## src/hw/maze_pkg.sv

```systemverilog
package maze_pkg;

	typedef logic [9:0] coord_t;

	typedef struct packed {
		logic [3:0] r;
		logic [3:0] g;
		logic [3:0] b;
	} rgb_t;

	typedef struct packed {
		coord_t x;
		coord_t y;
		coord_t w;
		coord_t h;
	} rect_t;

	typedef struct packed {
		coord_t x;
		coord_t y;
	} pos_t;

	typedef enum logic [1:0] {
		LEVEL_NONE = 2'd0,
		LEVEL_1    = 2'd1,
		LEVEL_2    = 2'd2,
		LEVEL_3    = 2'd3
	} level_t;

	typedef enum logic [2:0] {
		S_IDLE   = 3'd0,
		S_SELECT = 3'd1,
		S_START  = 3'd2,
		S_MOVE   = 3'd3,
		S_WON    = 3'd4
	} ctrl_state_e;

	typedef enum logic [1:0] {
		CMD_HOLD     = 2'd0,
		CMD_TO_START = 2'd1,
		CMD_STEP     = 2'd2
	} move_cmd_e;

	localparam int MAX_PATH = 11;
	localparam coord_t PLAYER_SIZE = 10'd25;

	localparam rgb_t COLOUR_PLAYER = '{4'hF, 4'h0, 4'hF};
	localparam rgb_t COLOUR_START  = '{4'h0, 4'hF, 4'h0};
	localparam rgb_t COLOUR_FINISH = '{4'hF, 4'h0, 4'h0};
	localparam rgb_t COLOUR_PATH   = '{4'hF, 4'hF, 4'hF};
	localparam rgb_t COLOUR_BLANK  = '{4'h0, 4'h0, 4'h0};

	// path slots per level, zero width marks an unused slot
	localparam rect_t PATH_RECTS [4][MAX_PATH] = '{
		'{default: '0},
		'{
			0: '{10'd100, 10'd100, 10'd50,  10'd380},
			1: '{10'd150, 10'd100, 10'd150, 10'd50},
			2: '{10'd300, 10'd100, 10'd50,  10'd380},
			3: '{10'd350, 10'd350, 10'd150, 10'd130},
			4: '{10'd500, 10'd0,   10'd140, 10'd480},
			default: '0
		},
		'{
			'{10'd20,  10'd100, 10'd50,  10'd380},
			'{10'd20,  10'd50,  10'd130, 10'd50},
			'{10'd100, 10'd100, 10'd50,  10'd350},
			'{10'd120, 10'd400, 10'd430, 10'd50},
			'{10'd500, 10'd100, 10'd50,  10'd300},
			'{10'd370, 10'd100, 10'd130, 10'd50},
			'{10'd320, 10'd100, 10'd50,  10'd170},
			'{10'd190, 10'd220, 10'd130, 10'd50},
			'{10'd190, 10'd30,  10'd50,  10'd190},
			'{10'd190, 10'd30,  10'd450, 10'd50},
			'{10'd590, 10'd55,  10'd50,  10'd425}
		},
		'{
			0: '{10'd0,   10'd90,  10'd160, 10'd300},
			1: '{10'd160, 10'd140, 10'd120, 10'd200},
			2: '{10'd280, 10'd190, 10'd120, 10'd100},
			3: '{10'd400, 10'd220, 10'd220, 10'd35},
			default: '0
		}
	};

	localparam rect_t START_RECT [4] = '{
		'0,
		'{10'd100, 10'd430, 10'd50, 10'd50},
		'{10'd20,  10'd430, 10'd50, 10'd50},
		'{10'd0,   10'd90,  10'd50, 10'd300}
	};

	localparam rect_t FINISH_RECT [4] = '{
		'0,
		'{10'd500, 10'd0,   10'd140, 10'd50},
		'{10'd590, 10'd430, 10'd50,  10'd50},
		'{10'd570, 10'd220, 10'd50,  10'd35}
	};

	localparam pos_t START_POS [4] = '{
		'0,
		'{10'd113, 10'd443},
		'{10'd33,  10'd443},
		'{10'd13,  10'd230}
	};

	// sums done in 11 bits so a wrapped player near 1023 stays sane
	function automatic logic rect_overlap(rect_t a, rect_t b);
		return ({1'b0, a.x} < {1'b0, b.x} + {1'b0, b.w})
			&& ({1'b0, b.x} < {1'b0, a.x} + {1'b0, a.w})
			&& ({1'b0, a.y} < {1'b0, b.y} + {1'b0, b.h})
			&& ({1'b0, b.y} < {1'b0, a.y} + {1'b0, a.h});
	endfunction

	function automatic logic point_in_rect(coord_t px, coord_t py, rect_t r);
		return (px >= r.x) && ({1'b0, px} < {1'b0, r.x} + {1'b0, r.w})
			&& (py >= r.y) && ({1'b0, py} < {1'b0, r.y} + {1'b0, r.h});
	endfunction

	function automatic rect_t player_rect(pos_t p);
		return '{p.x, p.y, PLAYER_SIZE, PLAYER_SIZE};
	endfunction

endpackage

```

## src/hw/game_ctrl.sv

```systemverilog
`timescale 1ns/1ns

module game_ctrl
	import maze_pkg::*;
(
	input  logic        clk,
	input  logic        rst,
	input  logic [1:0]  level_select,
	input  logic        level_lock,
	input  logic        key0,
	input  logic        on_track,
	input  logic        at_finish,
	output level_t      level,
	output ctrl_state_e phase,
	output move_cmd_e   cmd,
	output logic        won
);

	ctrl_state_e phase_next;

	always_comb
	begin
		phase_next = phase;
		case (phase)
			S_IDLE:
			begin
				if (level_select != 2'b00)
					phase_next = S_SELECT;
			end
			S_SELECT:
			begin
				if (level_lock)
					phase_next = S_START;
			end
			S_START, S_MOVE, S_WON:
			begin
				// unlocking beats everything else in play
				if (!level_lock)
					phase_next = S_SELECT;
				else if (phase == S_START)
					phase_next = S_MOVE;
				else if (phase == S_MOVE)
				begin
					if (at_finish)
						phase_next = S_WON;
				end
				else if (!key0)
					phase_next = S_START;
			end
			default:
			begin
				phase_next = S_IDLE;
			end
		endcase
	end

	always_ff @(posedge clk)
	begin
		if (rst)
		begin
			phase <= S_IDLE;
			level <= LEVEL_NONE;
		end
		else
		begin
			phase <= phase_next;
			// preview follows the selector until locked
			if (phase == S_SELECT)
				level <= level_t'(level_select);
		end
	end

	always_comb
	begin
		case (phase)
			S_SELECT, S_START:
			begin
				cmd = CMD_TO_START;
			end
			S_MOVE:
			begin
				cmd = on_track ? CMD_STEP : CMD_TO_START;
			end
			default:
			begin
				cmd = CMD_HOLD;
			end
		endcase
	end

	assign won = (phase == S_WON);

endmodule

```

## src/hw/player_mover.sv

```systemverilog
`timescale 1ns/1ns

module player_mover
	import maze_pkg::*;
#(
	parameter int STEP = 5
)
(
	input  logic      clk,
	input  logic      rst,
	input  level_t    level,
	input  move_cmd_e cmd,
	input  logic [3:0] switches,
	output pos_t      pos
);

	localparam coord_t STEP_C = coord_t'(STEP);

	pos_t pos_step;

	// left, up, down, right; coordinates wrap at 1024
	always_comb
	begin
		pos_step = pos;
		if (switches[3])
			pos_step.x = pos.x - STEP_C;
		else if (switches[2])
			pos_step.y = pos.y - STEP_C;
		else if (switches[1])
			pos_step.y = pos.y + STEP_C;
		else if (switches[0])
			pos_step.x = pos.x + STEP_C;
	end

	always_ff @(posedge clk)
	begin
		if (rst)
		begin
			pos <= '0;
		end
		else
		begin
			case (cmd)
				CMD_TO_START:
				begin
					pos <= START_POS[level];
				end
				CMD_STEP:
				begin
					pos <= pos_step;
				end
				default:
				begin
					pos <= pos;
				end
			endcase
		end
	end

endmodule

```

## src/hw/track_checker.sv

```systemverilog
`timescale 1ns/1ns

module track_checker
	import maze_pkg::*;
(
	input  level_t level,
	input  pos_t   pos,
	output logic   on_track,
	output logic   at_finish
);

	rect_t player;
	rect_t path_slot;
	logic  hit_any;

	assign player = player_rect(pos);

	always_comb
	begin
		hit_any = 1'b0;
		path_slot = '0;
		for (int i = 0; i < MAX_PATH; i++)
		begin
			path_slot = PATH_RECTS[level][i];
			// empty slots never count
			if (path_slot.w != '0)
			begin
				if (rect_overlap(player, path_slot))
					hit_any = 1'b1;
			end
		end
	end

	assign on_track = hit_any;

	// finish of LEVEL_NONE is a zero rect and never overlaps
	assign at_finish = rect_overlap(player, FINISH_RECT[level]);

endmodule

```

## src/hw/pixel_painter.sv

```systemverilog
`timescale 1ns/1ns

module pixel_painter
	import maze_pkg::*;
(
	input  logic   clk,
	input  logic   rst,
	input  level_t level,
	input  pos_t   pos,
	input  coord_t col,
	input  coord_t row,
	output rgb_t   colour
);

	rgb_t  colour_next;
	logic  in_path;
	rect_t player;

	assign player = player_rect(pos);

	always_comb
	begin
		in_path = 1'b0;
		for (int i = 0; i < MAX_PATH; i++)
		begin
			if (PATH_RECTS[level][i].w != '0)
			begin
				if (point_in_rect(col, row, PATH_RECTS[level][i]))
					in_path = 1'b1;
			end
		end
	end

	// first match wins
	always_comb
	begin
		if (level == LEVEL_NONE)
			colour_next = COLOUR_BLANK;
		else if (point_in_rect(col, row, player))
			colour_next = COLOUR_PLAYER;
		else if (point_in_rect(col, row, START_RECT[level]))
			colour_next = COLOUR_START;
		else if (point_in_rect(col, row, FINISH_RECT[level]))
			colour_next = COLOUR_FINISH;
		else if (in_path)
			colour_next = COLOUR_PATH;
		else
			colour_next = COLOUR_BLANK;
	end

	always_ff @(posedge clk)
	begin
		if (rst)
			colour <= COLOUR_BLANK;
		else
			colour <= colour_next;
	end

endmodule

```

## src/hw/maze_game.sv

```systemverilog
`timescale 1ns/1ns

module maze_game
	import maze_pkg::*;
#(
	parameter int STEP = 5
)
(
	input  logic       clk,
	input  logic       rst,
	input  logic [1:0] level_select,
	input  logic       level_lock,
	input  logic       key0,
	input  logic [3:0] switches,
	input  coord_t     col,
	input  coord_t     row,
	output rgb_t       colour,
	output logic       won
);

	level_t      level;
	ctrl_state_e phase;
	move_cmd_e   cmd;
	pos_t        pos;
	logic        on_track;
	logic        at_finish;

	game_ctrl i_game_ctrl (
		.clk          (clk),
		.rst          (rst),
		.level_select (level_select),
		.level_lock   (level_lock),
		.key0         (key0),
		.on_track     (on_track),
		.at_finish    (at_finish),
		.level        (level),
		.phase        (phase),
		.cmd          (cmd),
		.won          (won)
	);

	player_mover #(
		.STEP (STEP)
	) i_player_mover (
		.clk      (clk),
		.rst      (rst),
		.level    (level),
		.cmd      (cmd),
		.switches (switches),
		.pos      (pos)
	);

	track_checker i_track_checker (
		.level     (level),
		.pos       (pos),
		.on_track  (on_track),
		.at_finish (at_finish)
	);

	pixel_painter i_pixel_painter (
		.clk    (clk),
		.rst    (rst),
		.level  (level),
		.pos    (pos),
		.col    (col),
		.row    (row),
		.colour (colour)
	);

endmodule

```

## config.mk

```make
export PLATFORM = sky130hd
export DESIGN_NAME = maze_game
export DESIGN_NICKNAME = d
export VERILOG_FILES = /design/src/hw/maze_pkg.sv /design/src/hw/game_ctrl.sv /design/src/hw/player_mover.sv /design/src/hw/track_checker.sv /design/src/hw/pixel_painter.sv /design/src/hw/maze_game.sv
export SDC_FILE = /design/constraint.sdc
export NUM_CORES = 1
export LEC_CHECK = 0
export ABC_AREA = 0
export BUFFER_PORTS_ARGS = -buffer_cell sky130_fd_sc_hd__buf_2
export CELL_PAD_IN_SITES_DETAIL_PLACEMENT = 1
export CELL_PAD_IN_SITES_GLOBAL_PLACEMENT = 1
export CORE_MARGIN = 2
export CORE_UTILIZATION = 45
export CTS_CLUSTER_SIZE = 24
export DETAILED_ROUTE_END_ITERATION = 12
export GPL_TIMING_DRIVEN = 0
export HOLD_SLACK_MARGIN = 0.05
export PLACE_DENSITY = 0.78
export SLEW_MARGIN = 0
export SYNTH_ARGS = -nofsm -noshare
export SYNTH_HDL_FRONTEND = slang
export SYNTH_HIERARCHICAL = 1
export SYNTH_SLANG_ARGS = --single-unit
```

## constraint.sdc

```tcl
create_clock -name clk -period 5.2 [get_ports clk]
set_input_delay 0.78 -clock clk [delete_from_list [all_inputs] [get_ports clk]]
set_output_delay 0.78 -clock clk [all_outputs]
set_load 0.05 [all_outputs]
```

==> impl_metrics.ini, run 1 <==
[timing]
fmaxAchievable_ghz = 0.1963
fin_setup_tns_ns = 0
period_share_pct = 97.97
holdWs_ns = 0.6271
clock_skew_ns = 0.009941
worst_slack_ns = 0.1054
layout_min_cycle_time_ns = 5.095
hold_viol = 0
setup_viol_count_final = 0
drv_slew = 0
relSlewSlack_pct = 33.47
worst_slew_pin_slew_ns = 0.9979

[placement]
pre_cts_slack_ns = -1.535
placed_cell_area_mm2 = 0.01260
hpwl_um = 32210
place_congestion = 0.8887
port_buffers = 42
dp_cells = 1898

[cells_and_area]
multi_input_area_mm2 = 0.01103
drive_above_1_share_pct = 13.87
fin_util_pct = 51.59
layout.cells.non_filler = 1950
fin_nets = 1998
area_growth_syn_to_layout_pct = 12.44
fin_area_mm2 = 0.01344
diodes = 0
register_area_um2 = 605.6
fill_cells = 3269

[floorplanning]
die_area_mm2 = 0.02789
fp.dieH_um = 167
start_util_pct = 45.88
core-area_mm2 = 0.02606
rows = 59
die_w_um = 167
io_pins = 43

[clock_network]
cts_buffers = 3
insertion_delay_ns = 0.27
clk_pin_slew_ns = 0.08
clkSinkCount = 28
cts_tree = done
cts_buffer_depth = 2
postCtsHoldBufs = 0
cts-root-buf = clkbuf_16
htreeDepth = 1

[route]
dr.pass1.iters = 5
routed_via_density = 6.531
via_count = 12740
drcViolationCount = 0
antenna_left = 0
wl_per_cell_um = 22.77
drt-total-wl_um = 44400
drt-initial-drc-count = 679

[yosys]
synth.area.top_cells = ha_1, a21oi_1, dfxtp_1, o21ai_0, nand2_1
synthFlopType = dfxtp_1
synth_top_area_share_pct = 36.63
yosysMostFrequentCell = ha_1
ys.warnings.count = 6
ys_seq_elements = 28
yosysSeqAreaShare_pct = 4.688
syn_avg_cell_area_um2 = 7.871
synth_common_cells = ha_1, a21oi_1, nand2_1, o21ai_0, inv_1
synth_cell_types = 106
yosysTopAreaCell = ha_1
synth_edf_count = 0
async_flop_share_pct = 0
synthCells = 1519
synth_area_mm2 = 0.01196

[critical_path]
reg2reg_depth = 21
critPathMaxFanout = 10
arrival_ns = 5.25
cp-end-kind = flip-flop
cp.required_ns = 5.35
path_class = reg -> reg
cp-start-kind = flip-flop

[global_route]
grt_pass1_wl_um = 68680
grt_antenna_before_repair = 0
grt_pass1_vias = 12790
grt_max_degree = 23
overflow = 0
track_usage_pct = 30.02

[run]
drv_cap = 0

[power_and_ir_drop]
p_total_mw = 3.338
power_density_mw_per_mm2 = 248.3
p_leak_nw = 5.799
peakVddDrop_mv = 0.1798

[hold_path]
min_path_cells = 2
worstHoldPathType = reg -> reg

[status]
outcome = finished clean
state kept, by name, summed over array words and instances, names as in the netlist:
register and flops:
i_player_mover/pos 20, i_pixel_painter/colour 3, i_game_ctrl/phase 3, i_game_ctrl/level 2
critical path: stages, from the launching register on:
cell and delay [ns]:
dfxtp_4 0.45, clkinvlp_4 0.19, ha_4 0.33, buf_12 0.14
clkinvlp_4 0.15, ha_4 0.31, a21o_1 0.11, a2111oi_0 0.08
or3_2 0.46, o2111a_1 0.16, a31oi_1 0.17, nand4_1 0.14
or4b_4 0.62, and3_1 0.22, nor3_2 0.24, inv_1 0.11
ha_4 0.28, o21bai_2 0.22, buf_4 0.18, buf_4 0.14
a22oi_1 0.17, o22ai_1 0.09
final cells by class:
cell class,count,share of cell area (%)
buffer,35,2.224
tap,335,3.118
multi-input combinational,1364,82.05
sequential,28,4.504
timing repair buffer,91,4.542
clock buffer,4,0.6608
inverter,93,2.904
power breakdown:
| part | internal [mW] | switching, mW | leakage, nW |
|---|---|---|---|
| registers | 0.244 | 0.121 | 0.239 |
| clock network | 0.118 | 0.0826 | 0.0442 |
| logic | 1.14 | 1.63 | 5.52 |
timing repair:
item                                   4_1_cts  5_1_grt
endpoints found under the hold margin        0        0
setup endpoints to repair                   23       23
buffers inserted                            17       32
resized for setup                           50       52
pin swaps                                    5       13
gates cloned                                 0        0
routing by layer:
layer  global-route usage [%]  vias to the layer above  share of wire (%)
met4                    10.72                        0                4.0
met1                    38.48                     6287                 44
met5                        0                        -                  0
met2                    53.21                      313                 49
met3                    1.616                       96                3.8
li1                         -                     6040                  -
layout by cell type, fill, tap and decap left out, types with 40 or more instances in the layout:
cell and instances:
xnor2_1 41, inv_1 81, buf_2 53, ha_1 339, nand2_1 107, buf_4 55
o21ai_0 97, a21oi_1 117, nor2_1 86, nand3_1 40
logic make-up after synthesis:
| group | Yosys count | share of synthesized area [%] |
|---|---|---|
| compound gates | 515 | 29.12 |
| xor+xnor | 57 | 4.395 |
| fa+ha+maj | 360 | 37.65 |
| buf+inv | 129 | 5.190 |
| flops | 28 | 4.688 |
| mux | 7 | 0.5965 |
| other cells | 2 | 0.06281 |
| simple gates | 421 | 18.29 |
final timing paths:
kind                                        from                                  end  slack, ns
max            i_game_ctrl/level[0]$_SDFFE_PP0P_   i_player_mover/pos[8]$_SDFFE_PP0P_       0.11
min          i_player_mover/pos[12]$_SDFFE_PP0P_  i_player_mover/pos[12]$_SDFFE_PP0P_       0.63
max reg2reg    i_game_ctrl/level[0]$_SDFFE_PP0P_   i_player_mover/pos[8]$_SDFFE_PP0P_       0.11
min reg2reg  i_player_mover/pos[12]$_SDFFE_PP0P_  i_player_mover/pos[12]$_SDFFE_PP0P_       0.63
(Power assumes the default switching activity.)
==> inputs of run 2 (changes only) <==
--- a/config.mk
+++ b/config.mk
@@ -9,7 +9,7 @@
 export BUFFER_PORTS_ARGS = -buffer_cell sky130_fd_sc_hd__buf_2
 export CELL_PAD_IN_SITES_DETAIL_PLACEMENT = 1
 export CELL_PAD_IN_SITES_GLOBAL_PLACEMENT = 1
-export CORE_MARGIN = 2
+export CORE_MARGIN = 3
 export CORE_UTILIZATION = 45
 export CTS_CLUSTER_SIZE = 24
 export DETAILED_ROUTE_END_ITERATION = 12
==> run 2 against run 1 <==
Effect of this change:
- sequential cell count did not move
- combinational power shrank 3%
- global-route usage shrank 0.67 points
- cell area fell by 1.8%
- largest power group unchanged
- non-clock buffer count fell by 23
==> impl_metrics.ini, run 2 (synthesis results as in run 1) <==
[status]
outcome = finished clean

[route]
drcViolationCount = 0
drt-total-wl_um = 43490
wl_per_cell_um = 22.58
via_count = 12590
drt-initial-drc-count = 805
antenna_left = 0
dr.pass1.iters = 5
routed_via_density = 6.534

[floorplanning]
fp.dieH_um = 169
die_area_mm2 = 0.02856
die_w_um = 169
start_util_pct = 45.88
io_pins = 43
rows = 59
core-area_mm2 = 0.02606

[timing]
period_share_pct = 96.19
relSlewSlack_pct = 32.75
hold_viol = 0
setup_viol_count_final = 0
clock_skew_ns = 0.003518
drv_slew = 0
fmaxAchievable_ghz = 0.1999
worst_slew_pin_slew_ns = 1.009
layout_min_cycle_time_ns = 5.002
grt_setup_unrepaired = false
fin_setup_tns_ns = 0

[critical_path]
slowest_delay_ns = 0.55
path_class = reg -> reg
cp-end-kind = flip-flop
cp_top_family = simple AND/OR/NAND/NOR gates
cp.required_ns = 5.34
critPathMaxFanout = 10
cp_cell_sequence = buf_12, ha_4, buf_6, inv_1, ha_1, ha_1, nand3_1, or3_2, o2111a_1, a31oi_1, nand4_1, or4b_4, and3_1, nor3_2, inv_1, ha_2, o21bai_2, buf_4, a221oi_1, nor2_1
critPathBufInv = 5
crit_slowest_cell = or4b_4
cp-start-kind = flip-flop
arrival_ns = 5.14

[cells_and_area]
drive_above_1_share_pct = 12.07
fin_util_pct = 50.66
layout_commonest_cell = ha_1
largest_registers = i_player_mover/pos (20), i_game_ctrl/phase (3), i_pixel_painter/colour (3)
regMostFlops = i_player_mover/pos
diodes = 0
fin_nets = 1975
mostFrequentLayoutCells = ha_1, a21oi_1, nand2_1
area_growth_syn_to_layout_pct = 10.41
largest_reg_flops = 20

[global_route]
track_usage_pct = 29.36
grt_pass1_wl_um = 69010
grt_antenna_before_repair = 0
overflow = 0
grt_max_degree = 23
grt_pass1_vias = 13020

[clock_network]
cts-root-buf = clkbuf_16
clkSinkCount = 28
cts_buffers = 3
postCtsHoldBufs = 0
cts_buffer_depth = 2
insertion_delay_ns = 0.26
cts_tree = done
clk_pin_slew_ns = 0.07
htreeDepth = 1

[power_and_ir_drop]
power_density_mw_per_mm2 = 245.3
peakVddDrop_mv = 0.1822
p_leak_nw = 5.670

[placement]
port_buffers = 42
hpwl_um = 32790
place_congestion = 0.8989

[run]
drv_cap = 0

[hold_path]
worstHoldPathType = reg -> reg
-- run 2: area by class of cell --
type	count	area [um^2]
fill	3237	12860
multi-input combinational	1364	10970
sequential	28	600.6
timing repair buffer	68	465.4
tap	335	419.2
inverter	93	379.1
buffer	35	292.8
clock buffer	3	75.07
-- run 2: stage by stage --
stage,hold WS [ns],power (mW),setup WS (ns),area (um^2),std cells
2_1_floorplan,0.6021,2.089,0.1027,11970,1521
3_3_place_gp,0.6436,2.726,-1.462,12600,1898
3_5_place_dp,0.6562,2.842,-1.563,12600,1898
4_1_cts,0.6740,3.142,0.01284,13030,1919
5_1_grt,0.6571,3.552,0.0005720,13200,1926
6_report,0.6427,3.238,0.1982,13200,1926
-- run 2: power by group --
| part | internal [mW] | switching, mW | total (mW) |
|---|---|---|---|
| combinational | 1.11 | 1.59 | 2.70 |
| clock | 0.102 | 0.0736 | 0.176 |
| sequential | 0.244 | 0.121 | 0.365 |
| total | 1.46 | 1.78 | 3.24 |
-- run 2: path summary, 6_finish.rpt --
| kind | from | to | slack (ns) | cells after the start |
|---|---|---|---|---|
| max | i_game_ctrl/level[1]$_SDFFE_PP0P_ | i_player_mover/pos[3]$_SDFFE_PP0P_ | 0.20 | 20 |
| min | i_player_mover/pos[12]$_SDFFE_PP0P_ | i_player_mover/pos[12]$_SDFFE_PP0P_ | 0.64 | 2 |
| max reg2reg | i_game_ctrl/level[1]$_SDFFE_PP0P_ | i_player_mover/pos[3]$_SDFFE_PP0P_ | 0.20 | 20 |
| min reg2reg | i_player_mover/pos[12]$_SDFFE_PP0P_ | i_player_mover/pos[12]$_SDFFE_PP0P_ | 0.64 | 2 |
-- run 2: timing repair --
item / CTS / global route
buffers inserted: 19 / 7
pin swaps: 5 / 1
hold endpoints to repair: 0 / 0
endpoints found under the setup margin: 23 / 23
gates resized for setup: 48 / 36
-- run 2: tightest hold or removal path: cells and delay by family, from the launching register on --
family	cells	cell delay, ns
flops	1	0.41
compound gates	1	0.06
simple gates	1	0.13
-- run 2: per-layer routing --
| metal | part of all wire (%) | vias to the layer above | global-route usage, % |
|---|---|---|---|
| met5 | 0 | - | 0 |
| met4 | 3.6 | 0 | 9.527 |
| met3 | 3.1 | 90 | 2.359 |
| met2 | 48 | 279 | 52.15 |
| met1 | 45 | 6229 | 37.59 |
| li1 | - | 5987 | - |
==> inputs of run 3 (changes only) <==
--- a/config.mk
+++ b/config.mk
@@ -15,7 +15,7 @@
 export DETAILED_ROUTE_END_ITERATION = 12
 export GPL_TIMING_DRIVEN = 0
 export HOLD_SLACK_MARGIN = 0.05
-export PLACE_DENSITY = 0.78
+export PLACE_DENSITY_LB_ADDON = 0.1
 export SLEW_MARGIN = 0
 export SYNTH_ARGS = -nofsm -noshare
 export SYNTH_HDL_FRONTEND = slang
==> run 3 against run 2 <==
Effect of this change:
- sequential cell count unchanged
- sequential share of layout area is essentially flat
- non-clock buffer count up 8
- global-route usage up 0.23 points
- worst setup slack gained 0.016 ns
- total power rose by 1.0%
- critical endpoint unchanged
- clock skew shrank 0.0020 ns
- first-iteration DRC count down 27%
- cell area up 0.47%
- cell count rose by 0.47%
- wire length barely moved
==> impl_metrics.ini, run 3 (synthesis results as in run 1) <==
[status]
outcome = finished clean

[cells_and_area]
area_growth_syn_to_layout_pct = 10.94
largest_registers = i_player_mover/pos (20), i_game_ctrl/phase (3), i_pixel_painter/colour (3)
fin_nets = 1983
mostFrequentLayoutCells = ha_1, a21oi_1, nand2_1
drive_above_1_share_pct = 12.69
regMostFlops = i_player_mover/pos
fin_util_pct = 50.90
fin_area_mm2 = 0.01326
layout_commonest_cell = ha_1
largest_reg_flops = 20
diodes = 0

[route]
wl_per_cell_um = 22.47
drt-total-wl_um = 43480
drt-initial-drc-count = 590
antenna_left = 0
via_count = 12430
routed_via_density = 6.424
drcViolationCount = 0
dr.pass1.iters = 5

[clock_network]
insertion_delay_ns = 0.26
cts-root-buf = clkbuf_16
clkSinkCount = 28
htreeDepth = 1
cts_buffers = 3
postCtsHoldBufs = 0
cts_buffer_depth = 2
cts_tree = done
clk_pin_slew_ns = 0.07

[floorplanning]
die_w_um = 169
io_pins = 43
fp.dieH_um = 169
die_area_mm2 = 0.02856
core-area_mm2 = 0.02606
start_util_pct = 45.88
rows = 59

[timing]
fmaxAchievable_ghz = 0.2006
grt_setup_unrepaired = false
period_share_pct = 95.88
hold_viol = 0
clock_skew_ns = 0.001552
relSlewSlack_pct = 32.77
drv_slew = 0
worst_slack_ns = 0.2141
worst_slew_pin_slew_ns = 1.008
fin_setup_tns_ns = 0
setup_viol_count_final = 0
layout_min_cycle_time_ns = 4.986

[global_route]
grt_pass1_vias = 12870
use_met1_pct = 38.69
overflow = 0
grt_antenna_before_repair = 0
track_usage_pct = 29.58
met3_usage_pct = 1.611
grtUsageMet2_pct = 52.29
grt_max_degree = 23
grt_pass1_wl_um = 69660
top_usage_layer = met2

[critical_path]
cp_cell_sequence = ha_4, clkbuf_4, inv_1, ha_1, ha_1, nand3_1, or3_2, o2111a_1, a31oi_1, nand4_1, or4b_4, and3_1, nor3_2, inv_1, ha_2, o21bai_2, clkbuf_4, a221oi_2, nor2_1
crit_slowest_cell = or4b_4
critPathMaxFanout = 10
arrival_ns = 5.12
cp.required_ns = 5.33
critPathBufInv = 4
cp.depth = 19
cp_top_family = simple AND/OR/NAND/NOR gates
slowest_delay_ns = 0.54
cp-start-kind = flip-flop
cp-end-kind = flip-flop
reg2reg_depth = 19
path_class = reg -> reg

[placement]
port_buffers = 42
place_congestion = 0.8866
placed_cell_area_mm2 = 0.01260
pre_cts_slack_ns = -1.558
hpwl_um = 32660

[power_and_ir_drop]
p_total_mw = 3.272
p_leak_nw = 5.704
power_density_mw_per_mm2 = 246.7
peakVddDrop_mv = 0.1203

[hold_path]
worstHoldPathType = reg -> reg
min_path_cells = 2

[run]
drv_cap = 0
==> run 3: area by class of cell <==
type | count | area (um^2)
inverter | 93 | 379.1
buffer | 35 | 290.3
fill | 3265 | 12790
clock buffer | 4 | 88.84
timing repair buffer | 76 | 484.2
tap | 335 | 419.2
sequential | 28 | 600.6
multi-input combinational | 1364 | 11000
==> run 3: stage by stage <==
stage	cells	hold slack, ns
floorplan	1521	0.6021
global placement	1898	0.6545
detailed placement	1898	0.6716
CTS	1925	0.6721
global route	1935	0.6915
finish	1935	0.6383
==> run 3: power by group <==
part	switching (mW)	total [mW]	internal, mW
sequential	0.134	0.379	0.244
clock	0.0765	0.195	0.118
combinational	1.58	2.70	1.12
total	1.79	3.27	1.49
==> run 3: what timing repair did <==
item                                    CTS  global route
endpoints found under the setup margin   23            21
pin swaps                                 5             2
buffers inserted                         24            10
resized for setup                        47            40
==> run 3: routing by layer <==
metal,part of all wire (%),vias to the layer above
met2,48,272
met4,3.2,0
met3,3.1,72
met5,0,-
met1,46,6075
li1,-,6012
==> run 3: worst paths after layout <==
| path | start | to | slack [ns] |
|---|---|---|---|
| worst max-delay path | i_game_ctrl/level[0]$_SDFFE_PP0P_ | i_player_mover/pos[3]$_SDFFE_PP0P_ | 0.21 |
| worst min-delay path | i_player_mover/pos[12]$_SDFFE_PP0P_ | i_player_mover/pos[12]$_SDFFE_PP0P_ | 0.64 |
| worst max register to register | i_game_ctrl/level[0]$_SDFFE_PP0P_ | i_player_mover/pos[3]$_SDFFE_PP0P_ | 0.21 |
| worst min register to register | i_player_mover/pos[12]$_SDFFE_PP0P_ | i_player_mover/pos[12]$_SDFFE_PP0P_ | 0.64 |
==> run 3: tightest hold or removal path, delay by kind of cell (launching register included) <==
family / cells / cell delay, ns
compound gates: 1 / 0.05
flops: 1 / 0.42
simple gates: 1 / 0.12
